--- src/fpFormatPkg.sv ---
// binary16 number format: field widths, field types, operand classes, flags
// imported by every block that unpacks or builds half-precision values
package fpFormatPkg;

    // ------------------------------------------------------------------------
    // field geometry
    // ------------------------------------------------------------------------
    localparam int EXP_WIDTH  = 5;
    localparam int FRAC_WIDTH = 10;
    // stored fraction plus hidden bit
    localparam int SIG_WIDTH  = FRAC_WIDTH + 1;
    localparam int WORD_WIDTH = 1 + EXP_WIDTH + FRAC_WIDTH;

    // whole packed value, sign at the top
    typedef logic [WORD_WIDTH-1:0] halfWord;
    // biased exponent
    typedef logic [EXP_WIDTH-1:0]  expField;
    // stored fraction
    typedef logic [FRAC_WIDTH-1:0] fracField;
    // significand with hidden bit
    typedef logic [SIG_WIDTH-1:0]  sigField;

    // ------------------------------------------------------------------------
    // constants
    // ------------------------------------------------------------------------
    localparam int EXP_BIAS = 15;
    // all-ones exponent, reserved for inf and nan
    localparam expField EXP_MAX = '1;
    // quiet nan, positive sign, top fraction bit set
    localparam halfWord CANON_NAN = 16'h7E00;

    // operand class, decided once at issue time
    typedef enum logic [2:0] {
        opZero,
        opNormal,
        opSubnormal,
        opInfinity,
        opNan
    } opClass;

    // exception flags, one bit each
    typedef struct packed {
        logic overflow;
        logic underflow;
        logic inexact;
        logic invalid;
    } fpFlags;

endpackage

--- src/mulStreamPkg.sv ---
// records that move between the issuer, the queue and the multiply pipe
// built from the binary16 field types
package mulStreamPkg;

    // ------------------------------------------------------------------------
    // one unpacked operand
    // ------------------------------------------------------------------------
    typedef struct packed {
        logic                sign;
        // subnormals already promoted to 1
        fpFormatPkg::expField exp;
        // hidden bit cleared for subnormals and zero
        fpFormatPkg::sigField sig;
        fpFormatPkg::opClass  cls;
    } opFields;

    // issued operand pair, one queue entry
    typedef struct packed {
        opFields a;
        opFields b;
    } issuedOps;

    // ------------------------------------------------------------------------
    // finished product leaving the pipe
    // ------------------------------------------------------------------------
    typedef struct packed {
        fpFormatPkg::halfWord product;
        fpFormatPkg::fpFlags  flags;
    } mulResult;

endpackage

--- src/operandIssue.sv ---
// registers strobed operand pairs, classifies both operands and writes the queue
// strobes seen while the queue is full are dropped and counted
`timescale 1ns/1ps

module operandIssue (
    input  logic                   clk,
    input  logic                   reset,
    input  logic                   inStrobe,
    input  fpFormatPkg::halfWord   opA,
    input  fpFormatPkg::halfWord   opB,
    input  logic                   full,
    output logic                   writeStrobe,
    output mulStreamPkg::issuedOps writeData,
    output logic [15:0]            dropCount
);
    import fpFormatPkg::*;
    import mulStreamPkg::*;

    // split one binary16 word and decide its class
    function automatic opFields unpackOperand(input halfWord value);
        expField  exp;
        fracField frac;
        opFields  fields;
        exp         = value[FRAC_WIDTH +: EXP_WIDTH];
        frac        = value[FRAC_WIDTH-1:0];
        fields.sign = value[WORD_WIDTH-1];
        fields.exp  = exp;
        fields.sig  = {1'b1, frac};
        if (exp == EXP_MAX) begin
            if (frac != '0) fields.cls = opNan;
            else fields.cls = opInfinity;
        end else if (exp == '0) begin
            // no hidden bit, exponent counts as 1
            fields.exp = expField'(1);
            fields.sig = {1'b0, frac};
            if (frac != '0) fields.cls = opSubnormal;
            else fields.cls = opZero;
        end else begin
            fields.cls = opNormal;
        end
        return fields;
    endfunction

    // ------------------------------------------------------------------------
    // strobe and drop accounting
    // ------------------------------------------------------------------------
    always_ff @(posedge clk) begin
        if (reset) begin
            writeStrobe <= 1'b0;
            dropCount   <= '0;
        end else begin
            // issue only if the queue had room when the strobe came
            writeStrobe <= inStrobe && !full;
            // saturate rather than wrap
            if (inStrobe && full && dropCount != 16'hFFFF) begin
                dropCount <= dropCount + 16'd1;
            end
        end
    end

    // payload, classified one cycle ahead of the write
    always_ff @(posedge clk) begin
        if (inStrobe) begin
            writeData.a <= unpackOperand(opA);
            writeData.b <= unpackOperand(opB);
        end
    end

endmodule

--- src/operandQueue.sv ---
// synchronous FIFO of issued operand records, first-word-fall-through read
// depth is a power of two, full and empty come straight from flops
`timescale 1ns/1ps

module operandQueue #(
    parameter int QUEUE_DEPTH = 8
) (
    input  logic                   clk,
    input  logic                   reset,
    input  logic                   writeStrobe,
    input  mulStreamPkg::issuedOps writeData,
    input  logic                   pop,
    output mulStreamPkg::issuedOps readData,
    output logic                   full,
    output logic                   empty
);
    import mulStreamPkg::*;

    // index bits plus one wrap bit
    localparam int PTR_WIDTH = $clog2(QUEUE_DEPTH);

    issuedOps             mem [QUEUE_DEPTH];
    logic [PTR_WIDTH:0]   wrPtr;
    logic [PTR_WIDTH:0]   rdPtr;
    logic [PTR_WIDTH:0]   wrPtrNext;
    logic [PTR_WIDTH:0]   rdPtrNext;
    logic                 doWrite;
    logic                 doRead;

    // ------------------------------------------------------------------------
    // pointer update
    // ------------------------------------------------------------------------
    assign doRead    = pop && !empty;
    // a pop in the same cycle frees the slot of a full queue
    assign doWrite   = writeStrobe && (!full || doRead);
    assign wrPtrNext = wrPtr + (PTR_WIDTH+1)'(doWrite);
    assign rdPtrNext = rdPtr + (PTR_WIDTH+1)'(doRead);

    always_ff @(posedge clk) begin
        if (reset) begin
            wrPtr <= '0;
            rdPtr <= '0;
            empty <= 1'b1;
            full  <= 1'b0;
        end else begin
            wrPtr <= wrPtrNext;
            rdPtr <= rdPtrNext;
            // same slot and same lap means nothing stored
            empty <= (wrPtrNext == rdPtrNext);
            // same slot, writer one lap ahead
            full  <= (wrPtrNext[PTR_WIDTH] != rdPtrNext[PTR_WIDTH]) &&
                     (wrPtrNext[PTR_WIDTH-1:0] == rdPtrNext[PTR_WIDTH-1:0]);
        end
    end

    // storage
    always_ff @(posedge clk) begin
        if (doWrite) begin
            mem[wrPtr[PTR_WIDTH-1:0]] <= writeData;
        end
    end

    // head entry is visible whenever empty is low
    assign readData = mem[rdPtr[PTR_WIDTH-1:0]];

endmodule

--- src/halfMulPipe.sv ---
// three-stage binary16 multiply: specials and product, normalize, round and flags
// pops one queue record per cycle, result appears three cycles after pop
`timescale 1ns/1ps

module halfMulPipe (
    input  logic                   clk,
    input  logic                   reset,
    input  logic                   empty,
    input  mulStreamPkg::issuedOps readData,
    output logic                   pop,
    output logic                   outStrobe,
    output mulStreamPkg::mulResult result
);
    import fpFormatPkg::*;
    import mulStreamPkg::*;

    // 2.20 fixed-point significand product
    typedef logic [2*SIG_WIDTH-1:0] sigProduct;
    // signed exponent with room for shifts on both sides
    typedef logic signed [7:0]      expSum;

    typedef struct packed {
        logic      sign;
        logic      special;
        halfWord   specialWord;
        logic      invalid;
        sigProduct prod;
        // unbiased
        expSum     exp;
    } stageOne;

    typedef struct packed {
        logic    sign;
        logic    special;
        halfWord specialWord;
        logic    invalid;
        sigField sig;
        logic    guard;
        logic    sticky;
        expSum   exp;
    } stageTwo;

    stageOne   s1Next;
    stageOne   s1;
    stageTwo   s2Next;
    stageTwo   s2;
    mulResult  resultNext;
    logic      s1Valid;
    logic      s2Valid;
    sigProduct normProd;
    logic      shiftOut;
    logic [4:0] leadPos;
    logic [SIG_WIDTH:0] roundSum;
    logic      roundUp;
    expSum     roundExp;
    sigField   roundSig;

    // drain one record every cycle there is one
    assign pop = !empty;

    // ------------------------------------------------------------------------
    // stage 1: specials, significand product, exponent sum
    // ------------------------------------------------------------------------
    always_comb begin
        s1Next.sign        = readData.a.sign ^ readData.b.sign;
        s1Next.special     = 1'b1;
        s1Next.invalid     = 1'b0;
        s1Next.specialWord = {s1Next.sign, {(WORD_WIDTH-1){1'b0}}};
        if (readData.a.cls == opNan || readData.b.cls == opNan ||
            (readData.a.cls == opInfinity && readData.b.cls == opZero) ||
            (readData.a.cls == opZero && readData.b.cls == opInfinity)) begin
            s1Next.specialWord = CANON_NAN;
            s1Next.invalid     = 1'b1;
        end else if (readData.a.cls == opInfinity || readData.b.cls == opInfinity) begin
            s1Next.specialWord = {s1Next.sign, EXP_MAX, {FRAC_WIDTH{1'b0}}};
        end else if (readData.a.cls == opZero || readData.b.cls == opZero) begin
            // signed zero, already set above
            s1Next.special = 1'b1;
        end else begin
            s1Next.special = 1'b0;
        end
        s1Next.prod = readData.a.sig * readData.b.sig;
        s1Next.exp  = expSum'({3'b000, readData.a.exp}) + expSum'({3'b000, readData.b.exp}) -
                      expSum'(2 * EXP_BIAS);
    end

    // ------------------------------------------------------------------------
    // stage 2: bring the leading one to bit 20
    // ------------------------------------------------------------------------
    always_comb begin
        normProd = s1.prod;
        shiftOut = 1'b0;
        leadPos  = 5'd20;
        s2Next.exp = s1.exp;
        if (s1.prod[2*SIG_WIDTH-1]) begin
            // product in [2,4), one step right
            shiftOut   = s1.prod[0];
            normProd   = s1.prod >> 1;
            s2Next.exp = s1.exp + expSum'(1);
        end else begin
            // subnormal inputs leave the leading one low
            for (int i = 0; i <= 20; i++) begin
                if (s1.prod[i]) leadPos = 5'(i);
            end
            normProd   = s1.prod << (5'd20 - leadPos);
            s2Next.exp = s1.exp - expSum'({3'b000, 5'd20 - leadPos});
        end
        s2Next.sign        = s1.sign;
        s2Next.special     = s1.special;
        s2Next.specialWord = s1.specialWord;
        s2Next.invalid     = s1.invalid;
        s2Next.sig         = normProd[2*SIG_WIDTH-2 -: SIG_WIDTH];
        s2Next.guard       = normProd[FRAC_WIDTH-1];
        s2Next.sticky      = (|normProd[FRAC_WIDTH-2:0]) | shiftOut;
    end

    // ------------------------------------------------------------------------
    // stage 3: round to nearest even, range checks, flags
    // ------------------------------------------------------------------------
    always_comb begin
        // ties go to the even significand
        roundUp  = s2.guard && (s2.sticky || s2.sig[0]);
        roundSum = {1'b0, s2.sig} + (SIG_WIDTH+1)'(roundUp);
        roundSig = roundSum[SIG_WIDTH-1:0];
        roundExp = s2.exp + expSum'(EXP_BIAS);
        if (roundSum[SIG_WIDTH]) begin
            // carry out, significand is now 10.000..., shift back
            roundSig = roundSum[SIG_WIDTH:1];
            roundExp = roundExp + expSum'(1);
        end
        resultNext.flags = '0;
        if (s2.special) begin
            resultNext.product       = s2.specialWord;
            resultNext.flags.invalid = s2.invalid;
        end else if (roundExp >= expSum'(EXP_MAX)) begin
            resultNext.product         = {s2.sign, EXP_MAX, {FRAC_WIDTH{1'b0}}};
            resultNext.flags.overflow  = 1'b1;
            resultNext.flags.inexact   = 1'b1;
        end else if (roundExp <= expSum'(0)) begin
            // no subnormal outputs, flush to signed zero
            resultNext.product         = {s2.sign, {(WORD_WIDTH-1){1'b0}}};
            resultNext.flags.underflow = 1'b1;
            resultNext.flags.inexact   = |s2.sig;
        end else begin
            resultNext.product       = {s2.sign, expField'(roundExp), roundSig[FRAC_WIDTH-1:0]};
            resultNext.flags.inexact = s2.guard | s2.sticky;
        end
    end

    // valid bits
    always_ff @(posedge clk) begin
        if (reset) begin
            s1Valid   <= 1'b0;
            s2Valid   <= 1'b0;
            outStrobe <= 1'b0;
        end else begin
            s1Valid   <= pop;
            s2Valid   <= s1Valid;
            outStrobe <= s2Valid;
        end
    end

    // stage payloads
    always_ff @(posedge clk) begin
        s1     <= s1Next;
        s2     <= s2Next;
        result <= resultNext;
    end

endmodule

--- src/halfMulUnit.sv ---
// top of the streaming binary16 multiplier: issuer, operand queue, multiply pipe
// queue depth is set here and handed to the queue
`timescale 1ns/1ps

module halfMulUnit #(
    parameter int QUEUE_DEPTH = 8
) (
    input  logic                   clk,
    input  logic                   reset,
    input  logic                   inStrobe,
    input  fpFormatPkg::halfWord   opA,
    input  fpFormatPkg::halfWord   opB,
    output logic                   outStrobe,
    output mulStreamPkg::mulResult result,
    output logic                   queueFull,
    output logic [15:0]            dropCount
);
    import mulStreamPkg::*;

    // issuer to queue
    logic     writeStrobe;
    issuedOps writeData;
    // queue to pipe
    issuedOps readData;
    logic     queueEmpty;
    logic     pop;

    operandIssue issue0 (
        .clk         (clk),
        .reset       (reset),
        .inStrobe    (inStrobe),
        .opA         (opA),
        .opB         (opB),
        .full        (queueFull),
        .writeStrobe (writeStrobe),
        .writeData   (writeData),
        .dropCount   (dropCount)
    );

    operandQueue #(
        .QUEUE_DEPTH (QUEUE_DEPTH)
    ) queue0 (
        .clk         (clk),
        .reset       (reset),
        .writeStrobe (writeStrobe),
        .writeData   (writeData),
        .pop         (pop),
        .readData    (readData),
        .full        (queueFull),
        .empty       (queueEmpty)
    );

    halfMulPipe pipe0 (
        .clk       (clk),
        .reset     (reset),
        .empty     (queueEmpty),
        .readData  (readData),
        .pop       (pop),
        .outStrobe (outStrobe),
        .result    (result)
    );

endmodule

--- config.mk ---
export PLATFORM = sky130hd
export DESIGN_NAME = halfMulUnit
export DESIGN_NICKNAME = d
export VERILOG_FILES = /design/src/fpFormatPkg.sv /design/src/mulStreamPkg.sv /design/src/operandIssue.sv /design/src/operandQueue.sv /design/src/halfMulPipe.sv /design/src/halfMulUnit.sv
export SDC_FILE = /design/constraint.sdc
export NUM_CORES = 1
export LEC_CHECK = 0
export BUFFER_PORTS_ARGS = -buffer_cell sky130_fd_sc_hd__buf_4
export CORE_MARGIN = 2
export CORE_UTILIZATION = 40
export DETAILED_ROUTE_END_ITERATION = 12
export GPL_ROUTABILITY_DRIVEN = 0
export PLACE_DENSITY_LB_ADDON = 0.3
export SETUP_SLACK_MARGIN = 0.05
export SYNTH_ARGS = -nofsm -noshare
export SYNTH_HDL_FRONTEND = slang
export SYNTH_SLANG_ARGS = --single-unit
--- constraint.sdc ---
create_clock -name clk -period 21.1 [get_ports clk]
set_clock_uncertainty 0.2 [all_clocks]
set_input_delay 1.055 -clock clk [delete_from_list [all_inputs] [get_ports clk]]
set_output_delay 1.055 -clock clk [all_outputs]
set_load 0.02 [all_outputs]
# ---- Yosys cells after proc, flatten, opt, wreduce, memory -nomap -nowiden
# Memories as Yosys holds them, arrays and structs flattened. A register that Yosys moved wholly into a read port is not among the register bits.
# Cells that the tools add are included.
dict set report word_totals {
  output_inout_bits 38
  elab_cells 147
  ramBits 320
  memories 1
  inputBits 35
  ff_bits 179
}
# memory words width read_ports rd_ports_with_merged_regs wr line_no
set mem_list {}
lappend mem_list {queue0.mem 8 40 1 1 1 operandQueue.sv:22} ;# issuedOps mem [QUEUE_DEPTH];
dict set report op_classes {
  mul 1
  addsub 11
  n_reduce_logical 27
  n_shift 1
  n_lt_le_gt_ge 2
  muxes 52
  eq_ne 10
  n_bitwise 3
}
# op n
set op_table {}
lappend op_table {{5-bit two-way mux} 22}
lappend op_table {{16-bit two-way mux} 5}
lappend op_table {{15-bit two-way mux} 3}
lappend op_table {{11-bit by 11-bit multiplier with 22-bit output} 1}
lappend op_table {{22-bit by 5-bit << shifter with 21-bit output} 1}
lappend op_table {{3-bit two-way mux} 7}
lappend op_table {{20-bit two-way mux} 1}
lappend op_table {{10-bit nonzero test} 2}
lappend op_table {{16-bit by 1-bit adder with 16-bit output (second input constant)} 1}
lappend op_table {{8-bit by 2-bit adder with 8-bit output (second input constant)} 2}
lappend op_table {{8-bit two-way mux} 2}
lappend op_table {{16-bit != test (second input constant)} 1}
lappend op_table {{11-bit by 1-bit adder with 12-bit output} 1}
lappend op_table {{11-bit OR reduction} 1}
lappend op_table {{5-bit == test (second input constant)} 2}
lappend op_table {{5-bit logical NOT} 2}
lappend op_table {{10-bit two-way mux} 1}
lappend op_table {{1-bit two-way mux} 9}
lappend op_table {{9-bit OR reduction} 1}
lappend op_table {{4-bit by 1-bit adder with 4-bit output} 2}
lappend op_table {{8-bit by 5-bit adder with 8-bit output (second input constant)} 1}
lappend op_table {{8-bit by 6-bit greater-or-equal comparator with 1-bit output (second input constant)} 1}
lappend op_table {{8-bit by 1-bit less-or-equal comparator with 1-bit output (second input constant)} 1}
lappend op_table {{1-bit logical AND} 8}
lappend op_table {{16 further kinds} 29}

# ---- Logic depth before layout (Yosys ltp)
# Gate-level depths: netlist of run 1.
dict set report logic_depth {
  word_depth 27
  ltp_mapped 26
  ltp_nobuf 23
}

# ---- Cells and area by module
# A second synthesis of run 1 with hierarchy kept.
dict set report unflattened {
  hier_cells 1741
  hier_area_um2 24126.9
}
# mod seq_area_each_um2 n_inst area_per_inst_um2 cells_each
set modules_own_cells {}
lappend modules_own_cells {operandQueue 9809.4 1 12787.3 515}
lappend modules_own_cells {halfMulPipe 1701.6 1 9085.0 1055}
lappend modules_own_cells {operandIssue 1541.5 1 2254.7 171}

# ---- Worst setup path after synthesis of run 1
# No wires, ideal clock.
dict set report synth_timing {
  path_type {reg2reg}
  start {register queue0.rdPtr[0] (netlist name)}
  end {register pipe0.s1[28] in the netlist's numbering}
  synth_period_minus_slack_ns 7.488
  required_time_ns 20.828
  n_path_buf 3
  path_stages_with_launch 21
  slack_ns 13.612
  arrival_ns 7.216
  setup_time_ns 0.072
  path_cell_list {dfxtp_1 > buf_2 > buf_1 > buf_1 > mux4_2 > mux2i_1 > nor2_1 > fa_1 > fa_1 > inv_1 > fa_1 > inv_1 > fa_1 > fa_1 > ha_1 > o41ai_1 > o21ai_0 > o41a_1 > a41o_1 > o41ai_1 > xnor2_1}
}
# item line_no
set synth_lines {}
lappend synth_lines {{to (signal assigned)} halfMulPipe.sv:165} ;# s1 <= s1Next;
lappend synth_lines {{to (decl)} halfMulPipe.sv:44} ;# stageOne s1;

==> results of run 1 <==
==> cell families (layout without fill, tap and decap cells) <==
group	Yosys count	after routing	share of synthesized area, %
mux	155	155	11.8
fa+ha+maj	165	165	11.6
simple gates	413	413	8.53
compound gates	179	179	5.36
buf+inv	197	307	3.28
xor+xnor	75	75	2.84
flops	473	473	56.6
==> state kept, by name, indices dropped and copies added (netlist names) <==
| signal | cells |
|---|---|
| issue0.dropCount | 16 |
| issue0.writeData | 40 |
| issue0.writeStrobe | 1 |
| pipe0.outStrobe | 1 |
| pipe0.result | 20 |
| pipe0.s1 | 36 |
| pipe0.s1Valid | 1 |
| pipe0.s2 | 27 |
| pipe0.s2Valid | 1 |
| queue0.empty | 1 |
| queue0.full | 1 |
| queue0.mem | 320 |
| queue0.rdPtr | 4 |
| queue0.wrPtr | 4 |
==> worst max-delay path: stages (launching register included) <==
cell and delay (ns):
dfxtp_4 0.71, buf_4 0.64, mux4_2 0.40, mux2i_1 0.72, inv_1 0.25, nand2_1 0.15, fa_1 0.41, inv_1 0.06
ha_1 0.14, inv_1 0.06, fa_1 0.56, fa_1 0.45, fa_1 0.55, inv_1 0.04, ha_1 0.35, nand3_1 0.12
o211ai_1 0.13, o41ai_1 0.52, o21ai_0 0.28, o41a_1 0.38, a41o_1 0.27, o41ai_1 0.32, xnor2_1 0.16
==> Yosys cell counts (4+ instances only) <==
cell	count
o21ai_1	4
or4_1	5
and2_1	10
a211oi_1	6
or3_1	11
buf_2	5
o21a_1	10
nor4_1	16
nand3_1	41
nand2_1	118
or2_2	7
buf_1	12
edfxtp_1	360
a22oi_1	6
a21o_1	10
o22ai_1	4
o211ai_1	11
inv_1	123
dfxtp_1	113
and3_1	9
a21oi_1	44
o21ai_0	22
o31ai_1	5
mux4_2	91
nor2_1	112
a311oi_1	4
nand4_1	4
xnor2_1	45
nand2b_1	13
a31oi_1	6
clkbuf_1	54
fa_1	82
nor2b_1	28
mux2_2	33
and4_1	4
ha_1	83
nor3_1	24
xor2_1	30
mux2i_1	31
==> worst max-delay path by stage <==
stage               depth (start not counted)                  startpoint  slack, ns                   end
floorplan                                  20  queue0.rdPtr[0]$_SDFF_PP0_      13.61  pipe0.s1[28]$_DFF_P_
detailed placement                         20  queue0.rdPtr[0]$_SDFF_PP0_      13.08  pipe0.s1[28]$_DFF_P_
finish                                     22  queue0.rdPtr[1]$_SDFF_PP0_      13.06  pipe0.s1[28]$_DFF_P_
CTS                                        20  queue0.rdPtr[0]$_SDFF_PP0_      13.01  pipe0.s1[28]$_DFF_P_
global route                               20  queue0.rdPtr[0]$_SDFF_PP0_      12.50  pipe0.s1[28]$_DFF_P_
global placement                           19  queue0.rdPtr[0]$_SDFF_PP0_      13.21  pipe0.s1[28]$_DFF_P_
==> per-stage QoR <==
| step | hold slack (ns) | util [%] | cell area, sq um | worst slack (ns) |
|---|---|---|---|---|
| final | 0.124 | 45.5 | 26100 | 13.06 |
| after global routing | 0.134 | 45.5 | 26100 | 12.50 |
| after global placement | 0.110 | 42.7 | 24500 | 13.21 |
| after floorplan | 0.110 | - | 23100 | 13.61 |
| after CTS | 0.126 | 45.5 | 26100 | 13.01 |
| after detailed placement | 0.113 | 42.7 | 24500 | 13.08 |
==> area by class of cell <==
cell class | instances | area (sq um) | area share [%]
repair buffers | 91 | 683 | 2.62
well taps | 765 | 957 | 3.66
inverters | 124 | 465 | 1.78
flip-flops and latches | 473 | 13100 | 50.1
clock buffers | 68 | 1370 | 5.24
clock inverters | 24 | 233 | 0.891
multi-input cells | 987 | 9330 | 35.7
==> layout by cell type (no fill, tap or decap), types with 33 or more instances in the layout <==
cell and n:
mux2_2 33, clkbuf_16 50, mux4_2 91, a21oi_1 44, nand2_1 118, nand3_1 41, ha_1 83, buf_4 91
nor2_1 106, inv_1 123, fa_1 82, edfxtp_1 360, dfxtp_1 110, xnor2_1 45
==> layer usage <==
| layer | vias to the layer above | global-route usage, % | part of all wire, % | routed length [um] |
|---|---|---|---|---|
| met5 | - | 0 | 0 | 0 |
| met4 | 0 | 4.99 | 2.1 | 1010 |
| met3 | 71 | 2.64 | 4.7 | 2270 |
| met2 | 330 | 28.4 | 49 | 23900 |
| met1 | 6814 | 21.7 | 44 | 21400 |
| li1 | 6219 | - | - | - |
==> impl_metrics.toml, run 1 <==
[clocking]
postCtsSetupBuffers = 0
cts.hold.buffers_added = 0
clk_latency_ns = 0.61
cts_buffer_depth = 3
clk_pin_slew_worst_paths_ns = 0.06
h-tree-depth = 2
clock-sinks = 473
cts_tree = "done"
cts_inserted_buffers = 50
cts_root_buf = "clkbuf_16"
ctsResizeCount = 0

[min_path]
hold_start = "pipe0.s1[48]$_DFF_P_"
min_path_type = "reg -> reg"
holdPathEnd = "pipe0.s2[39]$_DFF_P_"
holdPathStages = 0

[die]
pin_count = 73
core_sq_um = 57400
start_util_pct = 40.3
die_area_sq_um = 59700
rows = 88
die_h_um = 244
fp.dieW_um = 244

[cells_and_area]
area_delta_synth_final_pct = 13.1
drive_above_1_share_pct = 18.2
finalNonFillerCells = 2532
diodes = 0
fin_nets = 1927
fill_cells = 4988

[logic_synthesis]
synthesis.area_sq_um = 23100
synth_top_area_share_pct = 46.8
yosys.area.top_type = "edfxtp_1"
postSynthCellCount = 1657
synth.avg_cell_area_sq_um = 13.9
synth_fp_nets = 1857
synth-seq-cells = 473
synth_area_leaders = "edfxtp_1 (47%), dfxtp_1 (9.8%), mux4_2 (8.9%)"
yosys.cell_types.count = 74
ys.flop_type = "edfxtp_1"
synth_edf_count = 360
synth_warnings = 0
yosysSeqAreaShare_pct = 56.6
async_reset_ff_share_pct = 0

[critical_path]
end_kind = "flop"
worst_r2r_endpoint = "pipe0.s1[28]$_DFF_P_"
crit_fanout = 44
cp.required_ns = 21.40
cp-start-kind = "flop"
r2r_cells = 22
cp_data_arrival_time_ns = 8.34
crit_type = "reg -> reg"
r2r_slack_ns = 13.06
timing.rr.start = "queue0.rdPtr[1]$_SDFF_PP0_"

[sta]
slew-limit-headroom_pct = 37.8
min_period_over_period_pct = 38.1
setup_tns_ns = 0
setup_viol = 0
hold_viol_final = 0
drv_slew = 0
worstMarginPinSlew_ns = 0.907
rsz0062_at_grt = "no"
min_period_ns = 8.04
max_freq_mhz = 124

[placement]
numPortBuffers = 72
dp_cells = 2440
hpwl_um = 31700

[grt]
grt_overflow = 0
grt_pass1_vias = 14000
grt_usage_pct = 16.6
grt_start_max_net_pins = 45
antenna_found_initial = 0
grt_pass1_wl_um = 77800

[drt]
drtAntennaViolNets = 0
detail_route.first_pass.iterations = 5
initialDrtViolationCount = 1053
routed_wl_um = 48600
num_vias = 13400
drc_errors = 0
vias_per_cell = 5.31
wl_per_cell_um = 19.2

[run_status]
outcome = "finished clean"

[run]
cap_violations = 0
Power of run 1 is left out: the tool's default activity adds up to more than one toggle a clock period on the data nets, which glitch-free logic cannot reach.
==> inputs of run 2 (changes only) <==
==> constraint.sdc (replaced) <==
create_clock -name clk -period 7.96 [get_ports clk]
set_clock_uncertainty 0.2 [all_clocks]
set_input_delay 0.398 -clock clk [delete_from_list [all_inputs] [get_ports clk]]
set_output_delay 0.398 -clock clk [all_outputs]
set_load 0.02 [all_outputs]
==> impl_metrics.toml, run 2 (synthesis gave the netlist of run 1 again) <==
[min_path]
min_path_type = "reg -> reg"
holdPathStages = 0
hold_start = "pipe0.s1[47]$_SDFF_PP1_"
holdPathEnd = "pipe0.s2[38]$_DFF_P_"

[clocking]
postCtsSetupBuffers = 0
cts_tree = "done"
h-tree-depth = 2
clock-sinks = 473
cts_root_buf = "clkbuf_16"
ctsResizeCount = 0
clk_latency_ns = 0.60
cts_buffer_depth = 3
clk_pin_slew_worst_paths_ns = 0.06
cts_inserted_buffers = 49

[placement]
pre_cts_slack_ns = 0.877
numPortBuffers = 72
hpwl_um = 32600

[critical_path]
max_stage_delay_ns = 0.74
r2r_cells = 17
worst_r2r_endpoint = "pipe0.s1[28]$_DFF_P_"
crit_type = "reg -> reg"
cp_data_arrival_time_ns = 7.39
crit_fanout = 30
cp_common_cell = "fa_1"
cp_num_buf_inv = 2
startpoint = "queue0.rdPtr[0]$_SDFF_PP0_"
cp.required_ns = 8.27
cp-start-kind = "flop"
path_delay_family = "adder cells"
timing.rr.start = "queue0.rdPtr[0]$_SDFF_PP0_"
crit_slowest_cell = "dfxtp_4"
end_kind = "flop"
critical_path.cell_chain = "mux4_2, mux2i_1, nor2_1, fa_1, fa_1, inv_1, fa_1, inv_1, fa_1, fa_1, ha_1, o41ai_1, o21ai_0, o41a_1, a41o_1, o41ai_1, xnor2_1"
r2r_slack_ns = 0.87

[drt]
num_vias = 13600
initialDrtViolationCount = 1027
highest_layer = "met4"
drc_errors = 0
met1Wirelength_um = 21900
vias_per_cell = 5.27
wl_met2_um = 24700
routed-wl-met3_um = 1870
routed_wl_um = 49500
wl_per_cell_um = 19.2
drtAntennaViolNets = 0
detail_route.first_pass.iterations = 5

[cells_and_area]
fin_nets = 1971
fill_cells = 4941
drive_above_1_share_pct = 18.5
diodes = 0
largest_register_ffs = 320
area_delta_synth_final_pct = 15.3
final_common_cell = "edfxtp_1"
layout_common_cells = "edfxtp_1 (360), inv_1 (123), nand2_1 (118), dfxtp_1 (110), nor2_1 (106)"
finish.utilization_pct = 46.4

[sta]
drv_slew = 0
max_freq_mhz = 141
min_period_over_period_pct = 89.0
min_period_ns = 7.09
hold_viol_final = 0
slew-limit-headroom_pct = 47.5
worstMarginPinSlew_ns = 0.787
setup_tns_ns = 0
layout_setup_ws_ns = 0.875
rsz0062_at_grt = "no"
setup_viol = 0

[die]
rows = 88
start_util_pct = 40.3
pin_count = 73
die_area_sq_um = 59700
die_h_um = 244
fp.dieW_um = 244
core_sq_um = 57400

[grt]
grt_pass1_vias = 14200
grt_usage_pct = 16.8
grt_start_max_net_pins = 47
grt_pass1_wl_um = 78600
grt_overflow = 0
antenna_found_initial = 0

[run]
cap_violations = 0

[run_status]
outcome = "finished clean"
run 2: cell count changes in the layout (fill, tap and decap cells not counted), moves of 3 or more:
cell,before,now
buf_4,91,103
bufinv_16,2,7
clkbuf_1,12,7
clkbuf_8,5,0
clkinv_1,3,6
clkinv_2,12,9
dlygate4sd3_1,0,33
run 2: area by class of cell:
| type | instances | area, sq um | area share [%] |
|---|---|---|---|
| Clock inverter | 34 | 410 | 1.54 |
| Inverter | 124 | 465 | 1.75 |
| Timing Repair Buffer | 136 | 1100 | 4.14 |
| Multi-Input combinational cell | 987 | 9330 | 35.0 |
| Tap cell | 765 | 957 | 3.59 |
| Clock buffer | 58 | 1280 | 4.82 |
| Sequential cell | 473 | 13100 | 49.1 |
run 2: what timing repair did:
action / 4_1_cts / 5_1_grt
endpoints found under the setup margin: 0 / 0
hold endpoints to repair: 61 / 0
hold buffers: 33 / 0
run 2: worst max path at each step:
stage | end | cells after the start
floorplan | pipe0.s1[28]$_DFF_P_ | 20
global placement | pipe0.s1[28]$_DFF_P_ | 20
detailed placement | pipe0.s1[28]$_DFF_P_ | 17
CTS | pipe0.s1[28]$_DFF_P_ | 17
global route | pipe0.s1[28]$_DFF_P_ | 17
finish | pipe0.s1[28]$_DFF_P_ | 17
run 2: routing by layer:
metal,track usage [%],vias up
li1,-,6327
met1,22.1,6888
met2,29.1,287
met3,2.22,74
met4,4.66,0
met5,0,-
run 2: metrics by stage:
stage / cells / hold slack (ns) / instance area [sq um]
3_3_place_gp: 2452 / 0.110 / 24600
4_1_cts: 2577 / 0.125 / 26600
5_1_grt: 2577 / 0.130 / 26600
6_report: 2577 / 0.126 / 26600
2_1_floorplan: 1657 / 0.110 / 23100
3_5_place_dp: 2452 / 0.112 / 24600
Power of run 2 is left out for the same reason.
